File: src/evgPkg.sv
// Shared definitions for the tiny event generator
// Word types, event codes, link spacing rules and the scheduler source enum

package evgPkg;

    // An event or comma code in the low byte of the link word
    typedef logic [7:0] eventCodeT;

    // One byte of the distributed bus, carried in the high byte
    typedef logic [7:0] busByteT;

    // The full transmit word and its per-byte K flags
    typedef logic [15:0] txWordT;
    typedef logic [1:0] txIsKT;

    // Event codes understood by the receivers
    localparam eventCodeT evCodeShiftZero = 8'h70;
    localparam eventCodeT evCodeShiftOne = 8'h71;
    localparam eventCodeT evCodeHeartbeat = 8'h7A;
    localparam eventCodeT evCodeSecondsMarker = 8'h7D;

    // K28.5, sent with the K flag set so receivers keep word alignment
    localparam eventCodeT evCodeComma = 8'hBC;

    // Link spacing, all counted in transmit words
    localparam int commaForceWords = 8;
    localparam int commaIdleWords = 4;
    localparam int secondsGapWords = 4;

    // Heartbeat intervals at or below this many cycles turn the heartbeat off
    localparam int heartbeatMinInterval = 20;

    // Source of the word being scheduled, listed from highest priority down
    typedef enum logic [2:0] {
        selComma,
        selFifo,
        selHeartbeat,
        selMarker,
        selShift,
        selIdleComma,
        selNull
    } txSelT;

endpackage

File: src/eventFifo.sv
// External event FIFO
// First-word-fallthrough register FIFO for strobed event codes, with a
// sticky overflow flag for strobes that arrive while it is full

`timescale 1ns/1ps

module eventFifo import evgPkg::*; #(
    parameter int fifoDepth = 8
) (
    input  logic      evgTxClk,
    input  logic      reset,
    input  eventCodeT eventCode,
    input  logic      eventStrobe,
    input  logic      fifoPop,
    output eventCodeT fifoCode,
    output logic      fifoValid,
    output logic      fifoOverflow
);

    // Depth is a power of two, so the pointers wrap by themselves
    localparam int addrWidth = (fifoDepth > 1) ? $clog2(fifoDepth) : 1;
    localparam int countWidth = $clog2(fifoDepth + 1);

    eventCodeT fifoMem [fifoDepth];

    logic [addrWidth-1:0] wrPtr;
    logic [addrWidth-1:0] rdPtr;
    logic [countWidth-1:0] fifoCount;

    logic fifoFull;
    logic doPush;
    logic doPop;

    assign fifoFull = (fifoCount == countWidth'(fifoDepth));

    // A strobe into a full FIFO is dropped, even if a pop happens alongside
    assign doPush = eventStrobe && !fifoFull;
    assign doPop = fifoPop && fifoValid;

    // The head entry is visible without a read cycle
    assign fifoCode = fifoMem[rdPtr];
    assign fifoValid = (fifoCount != '0);

    // Storage holds payload only
    always_ff @(posedge evgTxClk) begin
        if (doPush) begin
            fifoMem[wrPtr] <= eventCode;
        end
    end

    always_ff @(posedge evgTxClk) begin
        if (reset) begin
            wrPtr <= '0;
            rdPtr <= '0;
            fifoCount <= '0;
            fifoOverflow <= 1'b0;
        end else begin
            if (doPush) begin
                wrPtr <= wrPtr + 1'b1;
            end
            if (doPop) begin
                rdPtr <= rdPtr + 1'b1;
            end
            // Simultaneous push and pop leaves the count unchanged
            if (doPush && !doPop) begin
                fifoCount <= fifoCount + 1'b1;
            end else if (doPop && !doPush) begin
                fifoCount <= fifoCount - 1'b1;
            end
            // Stays set until the next reset
            if (eventStrobe && fifoFull) begin
                fifoOverflow <= 1'b1;
            end
        end
    end

endmodule

File: src/heartbeatTimer.sv
// Heartbeat interval timer
// Raises a one-cycle heartbeat request every heartbeatInterval cycles

`timescale 1ns/1ps

module heartbeatTimer import evgPkg::*; (
    input  logic        evgTxClk,
    input  logic        reset,
    input  logic [31:0] heartbeatInterval,
    output logic        heartbeatRequest
);

    // Cycles left until the next request
    logic [31:0] heartbeatCounter;

    // Set once the counter has been loaded from a valid interval
    logic running;

    always_ff @(posedge evgTxClk) begin
        if (reset) begin
            heartbeatCounter <= '0;
            running <= 1'b0;
            heartbeatRequest <= 1'b0;
        end else if (heartbeatInterval > heartbeatMinInterval) begin
            if (!running) begin
                // First load after reset or after the interval became valid
                // The first request follows a full interval from here
                heartbeatCounter <= heartbeatInterval - 1'b1;
                running <= 1'b1;
                heartbeatRequest <= 1'b0;
            end else if (heartbeatCounter == '0) begin
                heartbeatCounter <= heartbeatInterval - 1'b1;
                heartbeatRequest <= 1'b1;
            end else begin
                heartbeatCounter <= heartbeatCounter - 1'b1;
                heartbeatRequest <= 1'b0;
            end
        end else begin
            // Disabled, so the counter parks at zero and nothing is requested
            heartbeatCounter <= '0;
            running <= 1'b0;
            heartbeatRequest <= 1'b0;
        end
    end

endmodule

File: src/ppsCapture.sv
// Pulse-per-second capture
// Synchronizes and debounces the PPS marker, flips ppsToggle on each
// accepted rising edge and latches the seconds value on that same edge

`timescale 1ns/1ps

module ppsCapture #(
    parameter int evgClockRate = 125000000,
    parameter int secondsWidth = 32
) (
    input  logic                    evgTxClk,
    input  logic                    reset,
    input  logic                    ppsMarker,
    input  logic [secondsWidth-1:0] seconds,
    output logic                    ppsToggle,
    output logic [secondsWidth-1:0] secondsLatched
);

    // The marker must stay low for 10 us before the next edge is taken
    localparam int debounceCycles = evgClockRate / 100000;
    localparam int debounceReload = (debounceCycles > 0) ? debounceCycles - 1 : 0;
    localparam int timerWidth = (debounceReload > 0) ? $clog2(debounceReload + 1) : 1;

    // Two-flop synchronizer for the asynchronous marker
    logic ppsMeta;
    logic ppsSync;

    // Low time still needed before the detector is armed again
    logic [timerWidth-1:0] debounceTimer;

    // High when a rising edge may be accepted
    logic armed;

    always_ff @(posedge evgTxClk) begin
        if (reset) begin
            ppsMeta <= 1'b0;
            ppsSync <= 1'b0;
            ppsToggle <= 1'b0;
            // Start disarmed so a marker already high at reset is not an edge
            armed <= 1'b0;
            debounceTimer <= timerWidth'(debounceReload);
        end else begin
            ppsMeta <= ppsMarker;
            ppsSync <= ppsMeta;
            if (ppsSync) begin
                // Any high cycle restarts the low-time count
                armed <= 1'b0;
                debounceTimer <= timerWidth'(debounceReload);
                if (armed) begin
                    ppsToggle <= ~ppsToggle;
                end
            end else if (debounceTimer != '0) begin
                debounceTimer <= debounceTimer - 1'b1;
            end else begin
                armed <= 1'b1;
            end
        end
    end

    // The seconds input is stable around the pulse, so it is taken directly
    // on the edge that flips the toggle
    always_ff @(posedge evgTxClk) begin
        if (ppsSync && armed) begin
            secondsLatched <= seconds;
        end
    end

endmodule

File: src/tinyEvg.sv
// Tiny event generator top level
// Connects the external event FIFO, heartbeat timer and PPS capture to the
// transmit scheduler that builds the 16-bit link word

`timescale 1ns/1ps

module tinyEvg import evgPkg::*; #(
    parameter int evgClockRate = 125000000,
    parameter int secondsWidth = 32,
    parameter int fifoDepth = 8
) (
    input  logic                    evgTxClk,
    input  logic                    reset,
    input  eventCodeT               eventCode,
    input  logic                    eventStrobe,
    input  logic [31:0]             heartbeatInterval,
    input  logic                    ppsMarker,
    input  logic [secondsWidth-1:0] seconds,
    input  busByteT                 distributedBus,
    output txWordT                  evgTxWord,
    output txIsKT                   evgTxIsK,
    output logic                    ppsToggle,
    output logic                    fifoOverflow
);

    // FIFO head and pop handshake to the scheduler
    eventCodeT fifoCode;
    logic fifoValid;
    logic fifoPop;

    logic heartbeatRequest;
    logic [secondsWidth-1:0] secondsLatched;

    eventFifo #(
        .fifoDepth(fifoDepth)
    ) eventFifoInst (
        .evgTxClk(evgTxClk),
        .reset(reset),
        .eventCode(eventCode),
        .eventStrobe(eventStrobe),
        .fifoPop(fifoPop),
        .fifoCode(fifoCode),
        .fifoValid(fifoValid),
        .fifoOverflow(fifoOverflow)
    );

    heartbeatTimer heartbeatTimerInst (
        .evgTxClk(evgTxClk),
        .reset(reset),
        .heartbeatInterval(heartbeatInterval),
        .heartbeatRequest(heartbeatRequest)
    );

    // PPS marker and seconds come from another time base
    ppsCapture #(
        .evgClockRate(evgClockRate),
        .secondsWidth(secondsWidth)
    ) ppsCaptureInst (
        .evgTxClk(evgTxClk),
        .reset(reset),
        .ppsMarker(ppsMarker),
        .seconds(seconds),
        .ppsToggle(ppsToggle),
        .secondsLatched(secondsLatched)
    );

    txScheduler #(
        .secondsWidth(secondsWidth)
    ) txSchedulerInst (
        .evgTxClk(evgTxClk),
        .reset(reset),
        .fifoCode(fifoCode),
        .fifoValid(fifoValid),
        .heartbeatRequest(heartbeatRequest),
        .ppsToggle(ppsToggle),
        .secondsLatched(secondsLatched),
        .distributedBus(distributedBus),
        .fifoPop(fifoPop),
        .evgTxWord(evgTxWord),
        .evgTxIsK(evgTxIsK)
    );

endmodule

File: src/txScheduler.sv
// Transmit scheduler
// Picks one source per cycle by fixed priority, serializes the latched
// seconds value as shift events, inserts commas and registers the link word

`timescale 1ns/1ps

module txScheduler import evgPkg::*; #(
    parameter int secondsWidth = 32
) (
    input  logic                    evgTxClk,
    input  logic                    reset,
    input  eventCodeT               fifoCode,
    input  logic                    fifoValid,
    input  logic                    heartbeatRequest,
    input  logic                    ppsToggle,
    input  logic [secondsWidth-1:0] secondsLatched,
    input  busByteT                 distributedBus,
    output logic                    fifoPop,
    output txWordT                  evgTxWord,
    output txIsKT                   evgTxIsK
);

    localparam int wordCountWidth = $clog2(commaForceWords + 1);
    localparam int gapCountWidth = $clog2(secondsGapWords + 1);
    localparam int bitCountWidth = $clog2(secondsWidth + 1);

    // Words since the last comma, saturating at the forced-comma limit
    logic [wordCountWidth-1:0] wordCount;

    // Words since the last marker or shift, saturating at the gap
    logic [gapCountWidth-1:0] gapCount;

    // Seconds bits still to send, most significant bit first
    logic [secondsWidth-1:0] secondsShift;
    logic [bitCountWidth-1:0] bitCount;

    // Follows ppsToggle once the marker for each new second is sent
    logic ppsMatch;

    txSelT txSel;
    eventCodeT nextCode;
    logic nextIsK;

    // One decision per cycle in priority order
    always_comb begin
        txSel = selNull;
        if (wordCount >= commaForceWords) begin
            txSel = selComma;
        end else if (fifoValid) begin
            txSel = selFifo;
        end else if (heartbeatRequest) begin
            // A heartbeat that loses this slot is dropped, not held
            txSel = selHeartbeat;
        end else if (ppsMatch != ppsToggle) begin
            txSel = selMarker;
        end else if ((bitCount != '0) && (gapCount >= secondsGapWords)) begin
            txSel = selShift;
        end else if (wordCount >= commaIdleWords) begin
            txSel = selIdleComma;
        end
    end

    // Code and K flag for the chosen source
    always_comb begin
        nextIsK = 1'b0;
        case (txSel)
            selComma, selIdleComma: begin
                nextCode = evCodeComma;
                nextIsK = 1'b1;
            end
            selFifo: nextCode = fifoCode;
            selHeartbeat: nextCode = evCodeHeartbeat;
            selMarker: nextCode = evCodeSecondsMarker;
            selShift: begin
                nextCode = secondsShift[secondsWidth-1] ? evCodeShiftOne : evCodeShiftZero;
            end
            default: nextCode = '0;
        endcase
    end

    // The head entry leaves the FIFO only in the cycle it is scheduled
    assign fifoPop = (txSel == selFifo);

    always_ff @(posedge evgTxClk) begin
        if (reset) begin
            // Start saturated so the first scheduled word is a comma
            wordCount <= wordCountWidth'(commaForceWords);
            gapCount <= gapCountWidth'(secondsGapWords);
            bitCount <= '0;
            ppsMatch <= 1'b0;
        end else begin
            if (nextIsK) begin
                wordCount <= wordCountWidth'(1);
            end else if (wordCount < commaForceWords) begin
                wordCount <= wordCount + 1'b1;
            end

            if (txSel == selMarker) begin
                // A new second restarts the serializer even mid-stream
                ppsMatch <= ~ppsMatch;
                bitCount <= bitCountWidth'(secondsWidth);
                gapCount <= gapCountWidth'(1);
            end else if (txSel == selShift) begin
                bitCount <= bitCount - 1'b1;
                gapCount <= gapCountWidth'(1);
            end else if (gapCount < secondsGapWords) begin
                gapCount <= gapCount + 1'b1;
            end
        end
    end

    // Seconds payload register
    always_ff @(posedge evgTxClk) begin
        if (txSel == selMarker) begin
            secondsShift <= secondsLatched;
        end else if (txSel == selShift) begin
            secondsShift <= {secondsShift[secondsWidth-2:0], 1'b0};
        end
    end

    // Link word, with the bus byte sampled alongside the chosen code
    // Only the low byte can carry a K character
    always_ff @(posedge evgTxClk) begin
        if (reset) begin
            evgTxWord <= '0;
            evgTxIsK <= '0;
        end else begin
            evgTxWord <= {distributedBus, nextCode};
            evgTxIsK <= {1'b0, nextIsK};
        end
    end

endmodule
File: config.mk
export PLATFORM = sky130hd
export DESIGN_NAME = tinyEvg
export DESIGN_NICKNAME = d
export VERILOG_FILES = /design/src/evgPkg.sv /design/src/eventFifo.sv /design/src/heartbeatTimer.sv /design/src/ppsCapture.sv /design/src/tinyEvg.sv /design/src/txScheduler.sv
export SDC_FILE = /design/constraint.sdc
export NUM_CORES = 1
export LEC_CHECK = 0
export ABC_AREA = 1
export BUFFER_PORTS_ARGS = -buffer_cell sky130_fd_sc_hd__buf_2
export CORE_MARGIN = 5
export CORE_UTILIZATION = 50
export CTS_CLUSTER_DIAMETER = 80
export CTS_CLUSTER_SIZE = 25
export DETAILED_ROUTE_END_ITERATION = 8
export GPL_ROUTABILITY_DRIVEN = 0
export PLACE_DENSITY = 0.69
export SYNTH_ARGS = -nofsm -noshare
export SYNTH_HDL_FRONTEND = slang
export SYNTH_SLANG_ARGS = --single-unit
File: constraint.sdc
create_clock -name evgTxClk -period 8.4 [get_ports evgTxClk]
set_input_delay 1.68 -clock evgTxClk [delete_from_list [all_inputs] [get_ports evgTxClk]]
set_output_delay 1.68 -clock evgTxClk [all_outputs]
set_load 0.01 [all_outputs]
Word-level counts from Yosys, hierarchy flattened
Memories as Yosys holds them, arrays and structs flattened. A register that Yosys moved wholly into a read port is not among the register bits.
Cells that the tools add are included.
W data, S select, Z words.

storage, ports and cells
  register bits = 156
  RAM bits = 64
  input bits = 84
  output and inout port bits = 20
  memories = 1

cells by class
  $add $sub $neg = 10
  $lt $le $gt $ge = 6
  equal/unequal tests = 7
  multiplexer cells = 28
  bitwise gates (word level) = 4
  reductions and logical operators = 27

memory list
  memory                 depth  width  read ports  clocked after memory_dff  wr ports  RTL line         RTL
  eventFifoInst.fifoMem  8      8      1           1                         1         eventFifo.sv:24  eventCodeT fifoMem [fifoDepth];

operators by type and width
  kind                     count
  $mux W32                 4
  $sub A32 B1 Y32 const B  2
  $pmux W8 S5              1
  $gt A32 B5 Y1 const B    1
  $logic_not A32 Y1        1
  $mux W3                  10
  $mux W4                  4
  $mux W6                  2
  $reduce_bool A11 Y1      1
  $sub A11 B1 Y11 const B  1
  $reduce_or A2 Y1         5
  $add A3 B1 Y3 const B    3
  $add A4 B1 Y4 const B    2
  $logic_and A1 B1 Y1      7
  $eq A3 B2 Y1 const B     2
  $eq A3 B3 Y1 const B     2
  $mux W1                  6
  $reduce_bool A2 Y1       3
  $reduce_bool A6 Y1       1
  $reduce_or A3 Y1         2
  $sub A6 B1 Y6 const B    1
  $eq A4 B4 Y1 const B     1
  $ge A4 B3 Y1 const B     1
  $ge A4 B4 Y1 const B     1
  other kinds (13)         18

Longest topological paths before layout
Gate-level depths: netlist of the first run.

  word-level depth = 12
  mapped depth = 21
  depth with buffers taken out = 21

Cells and area by module
A second synthesis of the first run with hierarchy kept.

unflattened totals
  cell total of the unflattened synthesis = 1218
  area total of the unflattened synthesis = 10851.7 µm²

modules (own cells, without submodules)
  module          instances  cells each  area each (µm²)  sequential area each (µm²)
  eventFifo       1          291         3248.1           2202.1
  heartbeatTimer  1          544         3105.5           680.7
  txScheduler     1          245         2720.1           1581.5
  ppsCapture      1          138         1778.0           1261.2

Worst setup path after synthesis of the first run
OpenSTA, ideal clock, no wires.

  kind = input port to flip-flop
  from = input port eventStrobe
  to = register eventFifoInst.fifoCount[3]
  arrival time = 3278 ps
  required time = 8280 ps
  setup slack = 5003 ps
  cell stages on the path = 12
  cells stage by stage = o31ai_1 inv_1 ha_1 inv_1 ha_1 and3_1 a211oi_1 nor2_1 nor2_1 nand2_1 o21ai_0 a21oi_1

between the ends
  longest elaborated chain between the ends = 4

RTL lines
  element                              RTL line         RTL
  start, declared                      tinyEvg.sv:15    input logic eventStrobe,
  $logic_and A1 B1 Y1 *                eventFifo.sv:37  assign doPush = eventStrobe && !fifoFull;
  named net eventFifoInst.doPush       eventFifo.sv:31  logic doPush;
  $logic_not A1 Y1                     eventFifo.sv:67  end else if (doPop && !doPush) begin
  $logic_and A1 B1 Y1                  eventFifo.sv:67
  $reduce_bool A2 Y1 (no source line)  --
  end signal, assigned                 eventFifo.sv:66  fifoCount <= fifoCount + 1'b1;
  end signal, assigned                 eventFifo.sv:68  fifoCount <= fifoCount - 1'b1;
  end, declared                        eventFifo.sv:28  logic [countWidth-1:0] fifoCount;

The timed path passes the listed nets; every way through them passes the cells marked *.
A chain may end at the register's enable or synchronous reset.

Final worst setup path of the first run
Same ends and word-level chain as after synthesis.

==> results.md, run 1 <==
| Stage | Parameter | This run |
| --- | --- | --- |
| yosys | Simple logic cell fraction of the synthesized area | 24.9% |
| run | Number of maximum-capacitance constraint violations | 0 |
| yosys | Largest family of logic cells by synthesized area | simple AND/OR/NAND/NOR gates |
| yosys | Portion of the post-synthesis area used by sequential elements | 55.7% |
| yosys | Post-synthesis average cell area | 9.05 um^2 |
| drt | Post-route antenna net violation count | 0 |
| clock tree | Buffer type at the clock tree root | sky130_fd_sc_hd__clkbuf_16 |
| clock tree | TritonCTS Sinks | 222 |
| drt | DRC violation count after routing | 0 |
| finish | Number of fill cells | 1803 |
| yosys | Gate count of the mapped netlist | 1137 |
| clock tree | CTS tree | built |
| worst setup path | Cell with the largest stage delay on the worst path | sky130_fd_sc_hd__ha_1 |
| finish | Leading cell type in the layout, fill and taps excluded | sky130_fd_sc_hd__nand2_1 |
| yosys | Post-Synth Adder-Cell Area | 1.90% |
| pwr | Static Leakage | 0.00474 uW |
| place | Placed instance area | 11000 um^2 |
| sta | Relative max-transition margin | 31.6% |
| clock tree | Clock-pin slew of the registers on the worst-case setup and hold paths | 0.09 ns |
| run status | Run status | finished clean |
| finish | Total number of nets in the final design | 1324 |
| sta | Period minus WS final | 3.24 ns |
| floorplanning | Area of the core region | 20200 um^2 |
| finish | Count of non-filler cells in the finished layout | 1500 |
| sta | Final cycle utilization of the critical path | 38.6% |
| place | Cell total after placement | 1480 |
| min path | Worst hold path stage count | 2 |
| drt | Routed WL per cell | 13.6 um |
| sta | Setup repair after global routing missed its margin | false |
| yosys | Leading register cell type out of synthesis | sky130_fd_sc_hd__edfxtp_1 |
| grt | Overall track demand over capacity in global routing | 17.1% |
| worst setup path | Maximum fanout count along the critical path | 5 |
| sta | Slew at the pin closest to its max-slew limit | 1.02 ns |
| sta | Total count of hold-check failures in the final report | 0 |
| clock tree | Hold_buf cts | 0 |
| sta | Final setup TNS | 0 ns |
| yosys | Post-synthesis xor/xnor area fraction | 3.75% |
| worst setup path | Depth of the worst register-to-register path | 21 |
| place | Port bufs | 102 |
| drt | Total wire length | 20400 um |
| pwr | Worst vdd ir | 116 uV |
| pwr | Power per unit of standard cell area | 233 nW/um^2 |
| min path | Type of the most critical hold path | reg2reg |
| floorplanning | Vertical die dimension | 153 um |
| worst setup path | Required arrival time at the worst endpoint | 8.75 ns |
| clock tree | Setup Buffers After CTS | 0 |
| yosys | Proportion of synthesized area in mux cells | 0.0973% |
| yosys | Post-synthesis sequential element count | 222 |
| place | Detailed-placement wirelength estimate | 14300 um |
| floorplanning | Chip Width | 153 um |
| drt | Number of violations reported at the end of detailed-routing iteration 0 | 497 |
| sta | Max Transition Viols Final | 0 |
| drt | Total number of vias | 7440 |
| finish | Share of cells above drive strength 1 | 15.4% |
| yosys | Proportion of synthesized flip-flops having asynchronous set or reset | 0% |
| floorplanning | Die area | 23500 um^2 |
| grt | Pin count of the biggest net entering global routing | 40 |
| sta | Worst-case clock skew | 0.0132 ns |
| yosys | Number of different library cells in the post-synthesis netlist | 52 |
| worst setup path | Longest individual stage delay on the worst path | 0.27 ns |
| grt | Wire length of the first global-routing pass | 34100 um |
| drt | Via/cell ratio | 4.96 |
| finish | Finished layout cell area | 11300 um^2 |
| clock tree | Total number of H-tree levels | 1 |
| floorplanning | Number of standard-cell rows in the floorplan | 52 |
| grt | Number of antenna violations at the first check in global routing | 0 |
| yosys | EDFF count, synth | 128 |
| sta | Achievable Freq | 308 MHz |
| worst setup path | WP data arrival | 3.60 ns |
| worst setup path | Critical path class | in2reg |
| floorplanning | I/O pin cnt | 104 |
| worst setup path | Endpoint kind of the worst setup timing path | register |
| clock tree | Maximum number of buffers from clock root to sink | 3 |
| finish | Synthesis-to-finish area growth | 10.3% |
| finish | Commonest cells after routing, fill and taps aside | 263 x sky130_fd_sc_hd__nand2_1, 163 x sky130_fd_sc_hd__nor2_1, 128 x sky130_fd_sc_hd__edfxtp_1, 102 x sky130_fd_sc_hd__inv_1, 102 x sky130_fd_sc_hd__buf_2 |
| floorplanning | Effective utilization at floorplan | 50.8% |
| finish | Antenna cells | 0 |
| grt | Via count of the first global-routing pass | 7065 |
| sta | Number of failing setup endpoints in the final timing report | 0 |
| pwr | Pwr Total | 2650 uW |
| clock tree | TritonCTS Buffers | 13 |
| clock tree | CTS resizes | 0 |
| yosys | Net count after synthesis | 1236 |
| worst setup path | Nature of the critical path startpoint | input port |
| drt | Number of detailed-routing iterations run before antenna repair | 6 |
| sta | Worst hold slack | 0.411 ns |
| yosys | Count of synthesis-stage warnings from yosys | 0 |
| grt | Total congestion overflow | 0 |
| worst setup path | CP Cell Sequence | buf_2 > o31ai_1 > inv_1 > ha_1 > inv_1 > ha_1 > and3_1 > a211oi_1 > nor2_1 > nor2_1 > nand2_1 > o21ai_0 > a21oi_1 |
| yosys | Mapped cell area | 10300 um^2 |
| clock tree | Clock latency reported for the late side of the worst-skew pair | 0.46 ns |
| yosys | Synth Area in Compound Gates | 7.69% |
==> flip-flops by register name, indices dropped and copies added, names as in the netlist, 3 cells and up, named ones only <==
signal	flops
ppsCaptureInst.secondsLatched	32
eventFifoInst.fifoMem	64
heartbeatTimerInst.heartbeatCounter	32
txSchedulerInst.gapCount	3
txSchedulerInst.bitCount	6
eventFifoInst.wrPtr	3
eventFifoInst.fifoCount	4
txSchedulerInst.evgTxWord	16
ppsCaptureInst.debounceTimer	11
txSchedulerInst.wordCount	4
eventFifoInst.rdPtr	3
txSchedulerInst.secondsShift	32
==> worst max-delay path: cells and delay by family <==
family	cells	cell delay, ns
compound gates	4	0.58
fa+ha+maj	2	0.52
simple gates	4	0.42
buf+inv	3	0.39
==> kinds of logic after synthesis <==
family | count (synthesis)
AOI/OAI and AO/OA | 139
xor gates and xnor gates | 44
adders and majority gates | 15
buffers and inverters | 142
DFF | 222
muxes | 1
other | 1
and+or+nand+nor | 573
==> Yosys cell counts (2+ instances only) <==
| library cell | n | area [um^2] |
|---|---|---|
| sky130_fd_sc_hd__o21a_1 | 3 | 22.5 |
| sky130_fd_sc_hd__buf_2 | 7 | 35.0 |
| sky130_fd_sc_hd__nor3_1 | 28 | 140 |
| sky130_fd_sc_hd__nand3_2 | 6 | 60.1 |
| sky130_fd_sc_hd__inv_1 | 102 | 383 |
| sky130_fd_sc_hd__nand4_2 | 2 | 25.0 |
| sky130_fd_sc_hd__buf_4 | 4 | 30.0 |
| sky130_fd_sc_hd__edfxtp_1 | 128 | 3840 |
| sky130_fd_sc_hd__nor2_2 | 12 | 75.1 |
| sky130_fd_sc_hd__nor2_1 | 163 | 612 |
| sky130_fd_sc_hd__or2_1 | 2 | 12.5 |
| sky130_fd_sc_hd__buf_6 | 5 | 56.3 |
| sky130_fd_sc_hd__a21oi_2 | 6 | 52.6 |
| sky130_fd_sc_hd__clkbuf_1 | 15 | 56.3 |
| sky130_fd_sc_hd__nand2_1 | 263 | 987 |
| sky130_fd_sc_hd__xnor2_1 | 14 | 123 |
| sky130_fd_sc_hd__dfxtp_1 | 94 | 1880 |
| sky130_fd_sc_hd__a31oi_1 | 7 | 43.8 |
| sky130_fd_sc_hd__nor2_4 | 11 | 124 |
| sky130_fd_sc_hd__xor2_1 | 30 | 263 |
| sky130_fd_sc_hd__o21ai_1 | 13 | 65.1 |
| sky130_fd_sc_hd__nand2_2 | 15 | 93.8 |
| sky130_fd_sc_hd__or2_2 | 3 | 18.8 |
| sky130_fd_sc_hd__o221ai_1 | 3 | 26.3 |
| sky130_fd_sc_hd__a21oi_1 | 56 | 280 |
| sky130_fd_sc_hd__a211oi_1 | 3 | 22.5 |
| sky130_fd_sc_hd__ha_1 | 14 | 175 |
| sky130_fd_sc_hd__o21ai_0 | 35 | 175 |
| sky130_fd_sc_hd__nand4_1 | 14 | 87.6 |
| sky130_fd_sc_hd__nand3b_1 | 3 | 22.5 |
| sky130_fd_sc_hd__o31ai_1 | 9 | 67.6 |
| sky130_fd_sc_hd__nand3_1 | 41 | 205 |
| sky130_fd_sc_hd__inv_2 | 7 | 26.3 |
==> area by class of cell <==
class	instances	area, um^2	area share, %
clock buffer	16	358	3.15
clock inverter	4	30.0	0.265
inverter	110	413	3.64
multi-input combinational	773	3950	34.8
sequential	222	5730	50.5
tap	270	338	2.98
timing repair buffer	105	533	4.70
==> per-layer routing <==
| metal | GRT usage (%) | wire, um |
|---|---|---|
| met4 | 3.91 | 329 |
| met2 | 28.2 | 9450 |
| met3 | 2.09 | 989 |
| met1 | 24.4 | 9590 |
| met5 | 0 | 0 |
==> stage by stage <==
stage               util [%]  setup slack, ns
floorplan                  -             5.00
global placement        54.2             4.75
detailed placement      54.2             4.68
CTS                     56.1             5.17
global route            56.1             4.91
finish                  56.1             5.16
==> where the power goes <==
part | switching, uW | internal (uW) | total [uW]
logic | 419 | 222 | 641
clock network | 341 | 310 | 651
registers | 62.9 | 1290 | 1360
==> path summary, 6_finish.rpt <==
path	slack [ns]	to	from
min reg2reg	0.41	ppsCaptureInst.ppsSync$_SDFF_PP0_	ppsCaptureInst.ppsMeta$_SDFF_PP0_
max	5.16	eventFifoInst.fifoCount[3]$_SDFFE_PP0P_	eventStrobe
min	0.41	ppsCaptureInst.ppsSync$_SDFF_PP0_	ppsCaptureInst.ppsMeta$_SDFF_PP0_
max reg2reg	5.28	eventFifoInst.fifoCount[3]$_SDFFE_PP0P_	txSchedulerInst.bitCount[0]$_SDFFE_PP0P_
(Power assumes the default switching activity.)
==> inputs of run 2 (changes only) <==
- clock period: 8.4 -> 3 ns (I/O delays scaled with it)
==> run 2 against run 1 <==
Net effect:
- register-to-register slack got worse by 5.0 ns
- combinational power increased to 3.0 times the previous value
- largest cell class unchanged
- worst hold slack got worse by 0.13 ns
- first-iteration DRC count decreased by 6.0%
- critical path type is now reg2reg
- flip-flop and latch count unchanged
- clock power increased to 2.8 times the previous value
- non-clock buffer count increased by 18
- sequential share of layout area decreased by 0.76 points
==> results.md, run 2 (synthesized netlist as in run 1, its figures left out) <==
| Stage | Parameter | This run |
| --- | --- | --- |
| drt | Total number of vias | 7559 |
| sta | Period minus WS final | 2.76 ns |
| worst setup path | Worst r2r dst | eventFifoInst.fifoCount[3]$_SDFFE_PP0P_ |
| drt | Post-route antenna net violation count | 0 |
| grt | Total congestion overflow | 0 |
| grt | Number of antenna violations at the first check in global routing | 0 |
| worst setup path | Endpoint kind of the worst setup timing path | register |
| drt | Number of violations reported at the end of detailed-routing iteration 0 | 467 |
| worst setup path | Required arrival time at the worst endpoint | 3.38 ns |
| worst setup path | WP data arrival | 3.14 ns |
| drt | Number of detailed-routing iterations run before antenna repair | 5 |
| clock tree | Maximum number of buffers from clock root to sink | 3 |
| floorplanning | Chip Width | 153 um |
| place | Port bufs | 102 |
| clock tree | Total number of H-tree levels | 1 |
| floorplanning | Area of the core region | 20200 um^2 |
| grt | Most crowded layer after global routing | met2 |
| pwr | Pwr Total | 7550 uW |
| worst setup path | Cell with the largest stage delay on the worst path | sky130_fd_sc_hd__dfxtp_1 |
| finish | Finished layout cell area | 11500 um^2 |
| drt | Via/cell ratio | 4.97 |
| floorplanning | Number of standard-cell rows in the floorplan | 52 |
| grt | Via count of the first global-routing pass | 7370 |
| place | Placed instance area | 11100 um^2 |
| sta | Slew at the pin closest to its max-slew limit | 0.788 ns |
| sta | Number of failing setup endpoints in the final timing report | 0 |
| worst setup path | Source of the critical timing path | txSchedulerInst.bitCount[1]$_SDFFE_PP0P_ |
| drt | Routed WL per cell | 13.8 um |
| worst setup path | Longest individual stage delay on the worst path | 0.34 ns |
| finish | Total number of nets in the final design | 1342 |
| floorplanning | Vertical die dimension | 153 um |
| drt | DRC violation count after routing | 0 |
| finish | Register area | 5730 um^2 |
| sta | Worst hold slack | 0.284 ns |
| worst setup path | Critical path class | reg2reg |
| finish | Number of fill cells | 1810 |
| sta | Total count of hold-check failures in the final report | 0 |
| run status | Run status | finished clean |
| grt | Met1 global-route usage | 24.2% |
| worst setup path | Critical R2R Launch | txSchedulerInst.bitCount[1]$_SDFFE_PP0P_ |
| worst setup path | CP Cell Sequence | inv_2 > ha_4 > nand3_1 > nand2_1 > nand2_1 > nand2_1 > nand2_1 > nand2_2 > nand2_2 > nor2_4 > nand2_2 > ha_2 > inv_2 > ha_4 > and3_1 > a211oi_2 > nor2_1 > nor2_1 > nand2_1 > o21ai_0 > a21oi_1 |
| floorplanning | Die area | 23500 um^2 |
| drt | Total wire length | 21000 um |
| finish | Post-layout utilization of the core | 56.9% |
| finish | Share of cells above drive strength 1 | 17.1% |
| worst setup path | Register-to-register setup slack | 0.24 ns |
| worst setup path | Depth of the worst register-to-register path | 21 |
| finish | Top register by number of flip-flops | eventFifoInst.fifoMem |
| floorplanning | I/O pin cnt | 104 |
| sta | Final cycle utilization of the critical path | 91.9% |
| finish | Max FFs per register | 64 |
| clock tree | TritonCTS Buffers | 13 |
| clock tree | Buffer type at the clock tree root | sky130_fd_sc_hd__clkbuf_16 |
| sta | Worst-case clock skew | 0.0270 ns |
| place | Detailed-placement wirelength estimate | 14600 um |
| clock tree | Clock-pin slew of the registers on the worst-case setup and hold paths | 0.10 ns |
| grt | Pin count of the biggest net entering global routing | 37 |
| run | Number of maximum-capacitance constraint violations | 0 |
| pwr | Power per unit of standard cell area | 656 nW/um^2 |
| clock tree | CTS tree | built |
| finish | Area taken by multi-input logic gates | 3980 um^2 |
| grt | Overall track demand over capacity in global routing | 17.7% |
| pwr | Worst vdd ir | 420 uV |
| sta | Max Transition Viols Final | 0 |
| finish | Leading cell type in the layout, fill and taps excluded | sky130_fd_sc_hd__nand2_1 |
| worst setup path | Maximum fanout count along the critical path | 4 |
| sta | Final setup TNS | 0 ns |
| grt | Wire length of the first global-routing pass | 35100 um |
| sta | Achievable Freq | 363 MHz |
| worst setup path | Most Frequent Cell on Critical Path | sky130_fd_sc_hd__nand2_1 |
| finish | Antenna cells | 0 |
| worst setup path | Critical path endpoint | eventFifoInst.fifoCount[3]$_SDFFE_PP0P_ |
| min path | Type of the most critical hold path | in2reg |
| clock tree | TritonCTS Sinks | 222 |
| grt | Met3 track demand over resource in global routing | 2.32% |
| sta | Relative max-transition margin | 47.4% |
| finish | Commonest cells after routing, fill and taps aside | 263 x sky130_fd_sc_hd__nand2_1, 163 x sky130_fd_sc_hd__nor2_1, 128 x sky130_fd_sc_hd__edfxtp_1, 102 x sky130_fd_sc_hd__buf_2, 99 x sky130_fd_sc_hd__inv_1 |
| floorplanning | Effective utilization at floorplan | 50.8% |
| clock tree | Clock latency reported for the late side of the worst-skew pair | 0.48 ns |
| worst setup path | Nature of the critical path startpoint | register |
| grt | Met2 usage | 30.3% |
| pwr | Static Leakage | 0.00482 uW |
| finish | Synthesis-to-finish area growth | 12.0% |
[run 2: cell count changes in the layout (fill, tap and decap cells not counted), sizes merged]
cell / change
buf: +18
clkbuf: +2
clkinv: +1
inv: -1
[run 2: worst max-delay path: cells and delay by family, from the launching register on]
family	cells	cell delay [ns]
AND/OR/NAND/NOR	13	1.15
adder cells (fa/ha/maj)	3	0.57
AO/OA/AOI/OAI	3	0.42
flip-flops	1	0.34
buffers and inverters	2	0.17
[run 2: what timing repair did]
action                                  in CTS  in global routing
hold buffers                                 0                  0
endpoints found under the setup margin       0                  1
setup buffers                                0                  1
gates resized for setup                      0                  8
[run 2: worst min-delay path by stage]
| stage | start | to | slack (ns) | cells after the start |
|---|---|---|---|---|
| 4_1_cts | seconds[13] | ppsCaptureInst.secondsLatched[13]$_DFFE_PP_ | 0.27 | 1 |
| 5_1_grt | seconds[22] | ppsCaptureInst.secondsLatched[22]$_DFFE_PP_ | 0.25 | 1 |
| 3_3_place_gp | ppsCaptureInst.ppsMeta$_SDFF_PP0_ | ppsCaptureInst.ppsSync$_SDFF_PP0_ | 0.40 | 2 |
| 6_report | seconds[8] | ppsCaptureInst.secondsLatched[8]$_DFFE_PP_ | 0.28 | 1 |
| 2_1_floorplan | ppsCaptureInst.ppsMeta$_SDFF_PP0_ | ppsCaptureInst.ppsSync$_SDFF_PP0_ | 0.39 | 2 |
| 3_5_place_dp | ppsCaptureInst.ppsMeta$_SDFF_PP0_ | ppsCaptureInst.ppsSync$_SDFF_PP0_ | 0.40 | 2 |
[run 2: report_power, final]
group	switching, uW	internal (uW)
combinational	1220	704
sequential	184	3620
clock	991	840
total	2390	5160
[run 2: area by class of cell]
type,instances,area share (%)
flip-flops and latches,222,49.7
clock buffers,18,2.99
repair buffers,123,5.80
clock inverters,4,0.424
inverters,110,3.58
multi-input cells,773,34.6
well taps,270,2.93
[run 2: through the flow]
step / cells / setup WS, ns
floorplan: 1137 / 0.248
global placement: 1497 / 0.142
detailed placement: 1497 / 0.0432
CTS: 1519 / 0.0315
global route: 1520 / -0.0208
finish: 1520 / 0.243
[run 2: per-layer routing]
layer | vias up | share of wire, %
li1 | 3938 | -
met1 | 3437 | 46
met2 | 164 | 48
met3 | 20 | 4.8
met4 | 0 | 1.4
met5 | - | 0
==> inputs of run 3 (changes only) <==
- ABC_AREA: 1 -> unset
- PLACE_DENSITY: 0.69 -> 0.7
==> run 3 against run 2 <==
Net effect:
- first-iteration DRC count down 12%
- flip-flop and latch count unchanged
- critical path depth down 10
- setup slack worse by 0.0094 ns
- register-to-register slack about the same
- clock power down 3%
- clock skew down 0.013 ns
- worst hold slack better by 0.022 ns
- sequential power up 1%
- count of clock-buffer cells in the layout down 1
- largest cell class unchanged
- power down 3.6%
- core utilization up 0.86 points
- critical path type unchanged
==> results.md, run 3 <==
| Stage | Parameter | This run |
| --- | --- | --- |
| run status | Run status | finished clean |
| yosys | Number of different library cells in the post-synthesis netlist | 64 |
| sta | Relative max-transition margin | 53.0% |
| worst setup path | Endpoint kind of the worst setup timing path | register |
| floorplanning | I/O pin cnt | 104 |
| clock tree | Clock-pin slew of the registers on the worst-case setup and hold paths | 0.09 ns |
| drt | Post-route antenna net violation count | 0 |
| worst setup path | Maximum fanout count along the critical path | 7 |
| sta | Worst hold slack | 0.306 ns |
| clock tree | Hold_buf cts | 0 |
| place | Detailed-placement wirelength estimate | 12900 um |
| worst setup path | CP Cell Sequence | or4_1 > nor2b_1 > inv_1 > ha_1 > inv_1 > ha_1 > a21o_1 > a21oi_1 > xnor2_1 > or3_1 > a21oi_1 |
| sta | Max Transition Viols Final | 0 |
| min path | Worst hold path stage count | 1 |
| yosys | Top area cells in the synthesized netlist | sky130_fd_sc_hd__edfxtp_1 40%, sky130_fd_sc_hd__dfxtp_1 20%, sky130_fd_sc_hd__nand2_1 5.0%, sky130_fd_sc_hd__xnor2_1 4.0%, sky130_fd_sc_hd__mux4_2 3.8% |
| floorplanning | Die area | 22000 um^2 |
| worst setup path | Critical R2R Launch | eventFifoInst.fifoCount[0]$_SDFFE_PP0P_ |
| min path | Startpoint of the tightest hold check path | seconds[23] |
| yosys | Portion of the post-synthesis area used by sequential elements | 59.8% |
| yosys | Post-synthesis sequential element count | 222 |
| min path | Capture endpoint of the worst hold path | ppsCaptureInst.secondsLatched[23]$_DFFE_PP_ |
| finish | Max FFs per register | 64 |
| yosys | Post-synthesis average cell area | 11.6 um^2 |
| yosys | Leading register cell type out of synthesis | sky130_fd_sc_hd__edfxtp_1 |
| yosys | EDFF count, synth | 128 |
| finish | Synthesis-to-finish area growth | 13.4% |
| yosys | Synth Area in Compound Gates | 5.72% |
| yosys | Post-synthesis xor/xnor area fraction | 6.96% |
| sta | Total count of hold-check failures in the final report | 0 |
| clock tree | Total number of H-tree levels | 1 |
| yosys | Ranking of synthesized cells by instance count | 128 x sky130_fd_sc_hd__edfxtp_1, 128 x sky130_fd_sc_hd__nand2_1, 94 x sky130_fd_sc_hd__dfxtp_1 |
| place | Port bufs | 102 |
| clock tree | Buffer type at the clock tree root | sky130_fd_sc_hd__clkbuf_16 |
| grt | Pin count of the biggest net entering global routing | 36 |
| finish | Commonest cells after routing, fill and taps aside | 128 x sky130_fd_sc_hd__nand2_1, 128 x sky130_fd_sc_hd__edfxtp_1, 102 x sky130_fd_sc_hd__buf_2, 94 x sky130_fd_sc_hd__dfxtp_1, 92 x sky130_fd_sc_hd__nor2_1 |
| grt | Overall track demand over capacity in global routing | 16.5% |
| worst setup path | Cell with the largest stage delay on the worst path | sky130_fd_sc_hd__or4_1 |
| grt | Wire length of the first global-routing pass | 29800 um |
| drt | Total number of vias | 6291 |
| drt | DRC violation count after routing | 0 |
| min path | Type of the most critical hold path | in2reg |
| sta | Final cycle utilization of the critical path | 92.2% |
| yosys | Simple logic cell fraction of the synthesized area | 18.1% |
| worst setup path | Nature of the critical path startpoint | register |
| floorplanning | Number of standard-cell rows in the floorplan | 50 |
| pwr | Static Leakage | 0.00402 uW |
| yosys | Post-Synth Adder-Cell Area | 2.04% |
| clock tree | Setup Buffers After CTS | 0 |
| finish | Antenna cells | 0 |
| drt | Total wire length | 18500 um |
| finish | Share of cells above drive strength 1 | 19.7% |
| drt | Number of detailed-routing iterations run before antenna repair | 4 |
| drt | Number of violations reported at the end of detailed-routing iteration 0 | 410 |
| sta | Setup repair after global routing missed its margin | false |
| yosys | Gate count of the mapped netlist | 824 |
| clock tree | TritonCTS Buffers | 13 |
| pwr | Power per unit of standard cell area | 671 nW/um^2 |
| finish | Number of fill cells | 1560 |
| worst setup path | Worst r2r dst | eventFifoInst.fifoCount[3]$_SDFFE_PP0P_ |
| floorplanning | Area of the core region | 18800 um^2 |
| finish | Total number of nets in the final design | 1033 |
| worst setup path | Depth of the worst register-to-register path | 11 |
| grt | Via count of the first global-routing pass | 5971 |
| yosys | Proportion of synthesized flip-flops having asynchronous set or reset | 0% |
| yosys | Count of synthesis-stage warnings from yosys | 0 |
| yosys | Proportion of synthesized area in mux cells | 4.96% |
| sta | Final setup TNS | 0 ns |
| floorplanning | Vertical die dimension | 148 um |
| clock tree | Clock latency reported for the late side of the worst-skew pair | 0.46 ns |
| yosys | Fraction of post-synthesis cell area in the top cell type by area | 40.2% |
| clock tree | CTS resizes | 0 |
| worst setup path | Critical path class | reg2reg |
| finish | Top register by number of flip-flops | eventFifoInst.fifoMem |
| yosys | Post-synthesis cell type with the largest combined area | sky130_fd_sc_hd__edfxtp_1 |
| sta | Slew at the pin closest to its max-slew limit | 0.704 ns |
| worst setup path | Longest individual stage delay on the worst path | 0.54 ns |
| clock tree | TritonCTS Sinks | 222 |
| worst setup path | Register-to-register setup slack | 0.23 ns |
| yosys | Largest family of logic cells by synthesized area | simple AND/OR/NAND/NOR gates |
| sta | Period minus WS final | 2.77 ns |
| drt | Routed WL per cell | 15.7 um |
| floorplanning | Effective utilization at floorplan | 51.0% |
| worst setup path | WP data arrival | 3.16 ns |
| clock tree | Maximum number of buffers from clock root to sink | 3 |
| floorplanning | Chip Width | 148 um |
| sta | Number of failing setup endpoints in the final timing report | 0 |
| run | Number of maximum-capacitance constraint violations | 0 |
| grt | Total congestion overflow | 0 |
| worst setup path | Required arrival time at the worst endpoint | 3.39 ns |
| grt | Number of antenna violations at the first check in global routing | 0 |
| clock tree | CTS tree | built |
| pwr | Worst vdd ir | 435 uV |
| yosys | Net count after synthesis | 923 |
| drt | Via/cell ratio | 5.36 |
| sta | Achievable Freq | 361 MHz |
| yosys | Mapped cell area | 9570 um^2 |
| sta | Worst-case clock skew | 0.0135 ns |
==> run 3: how the worst max path moves through the flow <==
stage,from,endpoint,slack (ns),cells after the start
after floorplan,eventFifoInst.fifoCount[0]$_SDFFE_PP0P_,txSchedulerInst.secondsShift[0]$_SDFFCE_PN0P_,0.01,5
after global placement,heartbeatInterval[16],heartbeatTimerInst.heartbeatCounter[27]$_SDFF_PP0_,0.26,7
after detailed placement,heartbeatInterval[16],heartbeatTimerInst.heartbeatCounter[27]$_SDFF_PP0_,0.22,7
after CTS,eventFifoInst.fifoCount[0]$_SDFFE_PP0P_,eventFifoInst.fifoCount[3]$_SDFFE_PP0P_,0.23,11
after global routing,eventFifoInst.fifoCount[0]$_SDFFE_PP0P_,eventFifoInst.fifoCount[3]$_SDFFE_PP0P_,0.01,11
final,eventFifoInst.fifoCount[0]$_SDFFE_PP0P_,eventFifoInst.fifoCount[3]$_SDFFE_PP0P_,0.23,11
==> run 3: cell type report <==
type	instances	area (um^2)	area share, %
clock buffers	17	340	3.14
repair buffers	133	756	6.97
well taps	234	293	2.70
inverters	15	56.3	0.519
multi-input cells	549	3640	33.5
flip-flops and latches	222	5730	52.8
clock inverters	4	38.8	0.358
==> run 3: power breakdown <==
group          leakage (uW)  switching, uW  total [uW]  internal [uW]
sequential          0.00193            236        3850           3610
clock              0.000180            957        1780            827
combinational       0.00191            859        1640            783
total               0.00402           2050        7280           5220
==> run 3: kinds of logic (layout without fill, tap and decap cells) <==
group,count (synthesis),count (layout)
mux,27,27
flops,222,222
xor+xnor,76,76
compound gates,74,74
buf+inv,53,169
simple gates,356,356
other cells,1,1
fa+ha+maj,15,15
==> run 3: metrics by stage <==
step	setup WS (ns)	cells	cell area, um^2	power [uW]	util, %
2_1_floorplan	0.0115	824	9570	5020	-
4_1_cts	0.230	1174	10800	7350	57.8
5_1_grt	0.0106	1174	10800	7700	57.8
6_report	0.233	1174	10800	7280	57.8
3_5_place_dp	0.221	1153	10500	5570	55.8
3_3_place_gp	0.265	1153	10500	5540	55.8
==> run 3: per-layer routing <==
metal	wire, um	vias up	GRT usage (%)	part of all wire, %
met5	0	-	0	0
met4	348	0	3.65	1.9
met3	734	26	2.01	4.0
met2	8580	124	27.4	46
met1	8820	2994	23.6	48
li1	-	3147	-	-
==> run 3: worst max-delay path: cells and delay by family, from the launching register on <==
| family | cells | cell delay, ns |
|---|---|---|
| AO/OA/AOI/OAI | 3 | 0.49 |
| flip-flops | 1 | 0.38 |
| adder cells (fa/ha/maj) | 2 | 0.46 |
| AND/OR/NAND/NOR | 3 | 1.09 |
| XOR/XNOR | 1 | 0.09 |
| buffers and inverters | 2 | 0.19 |
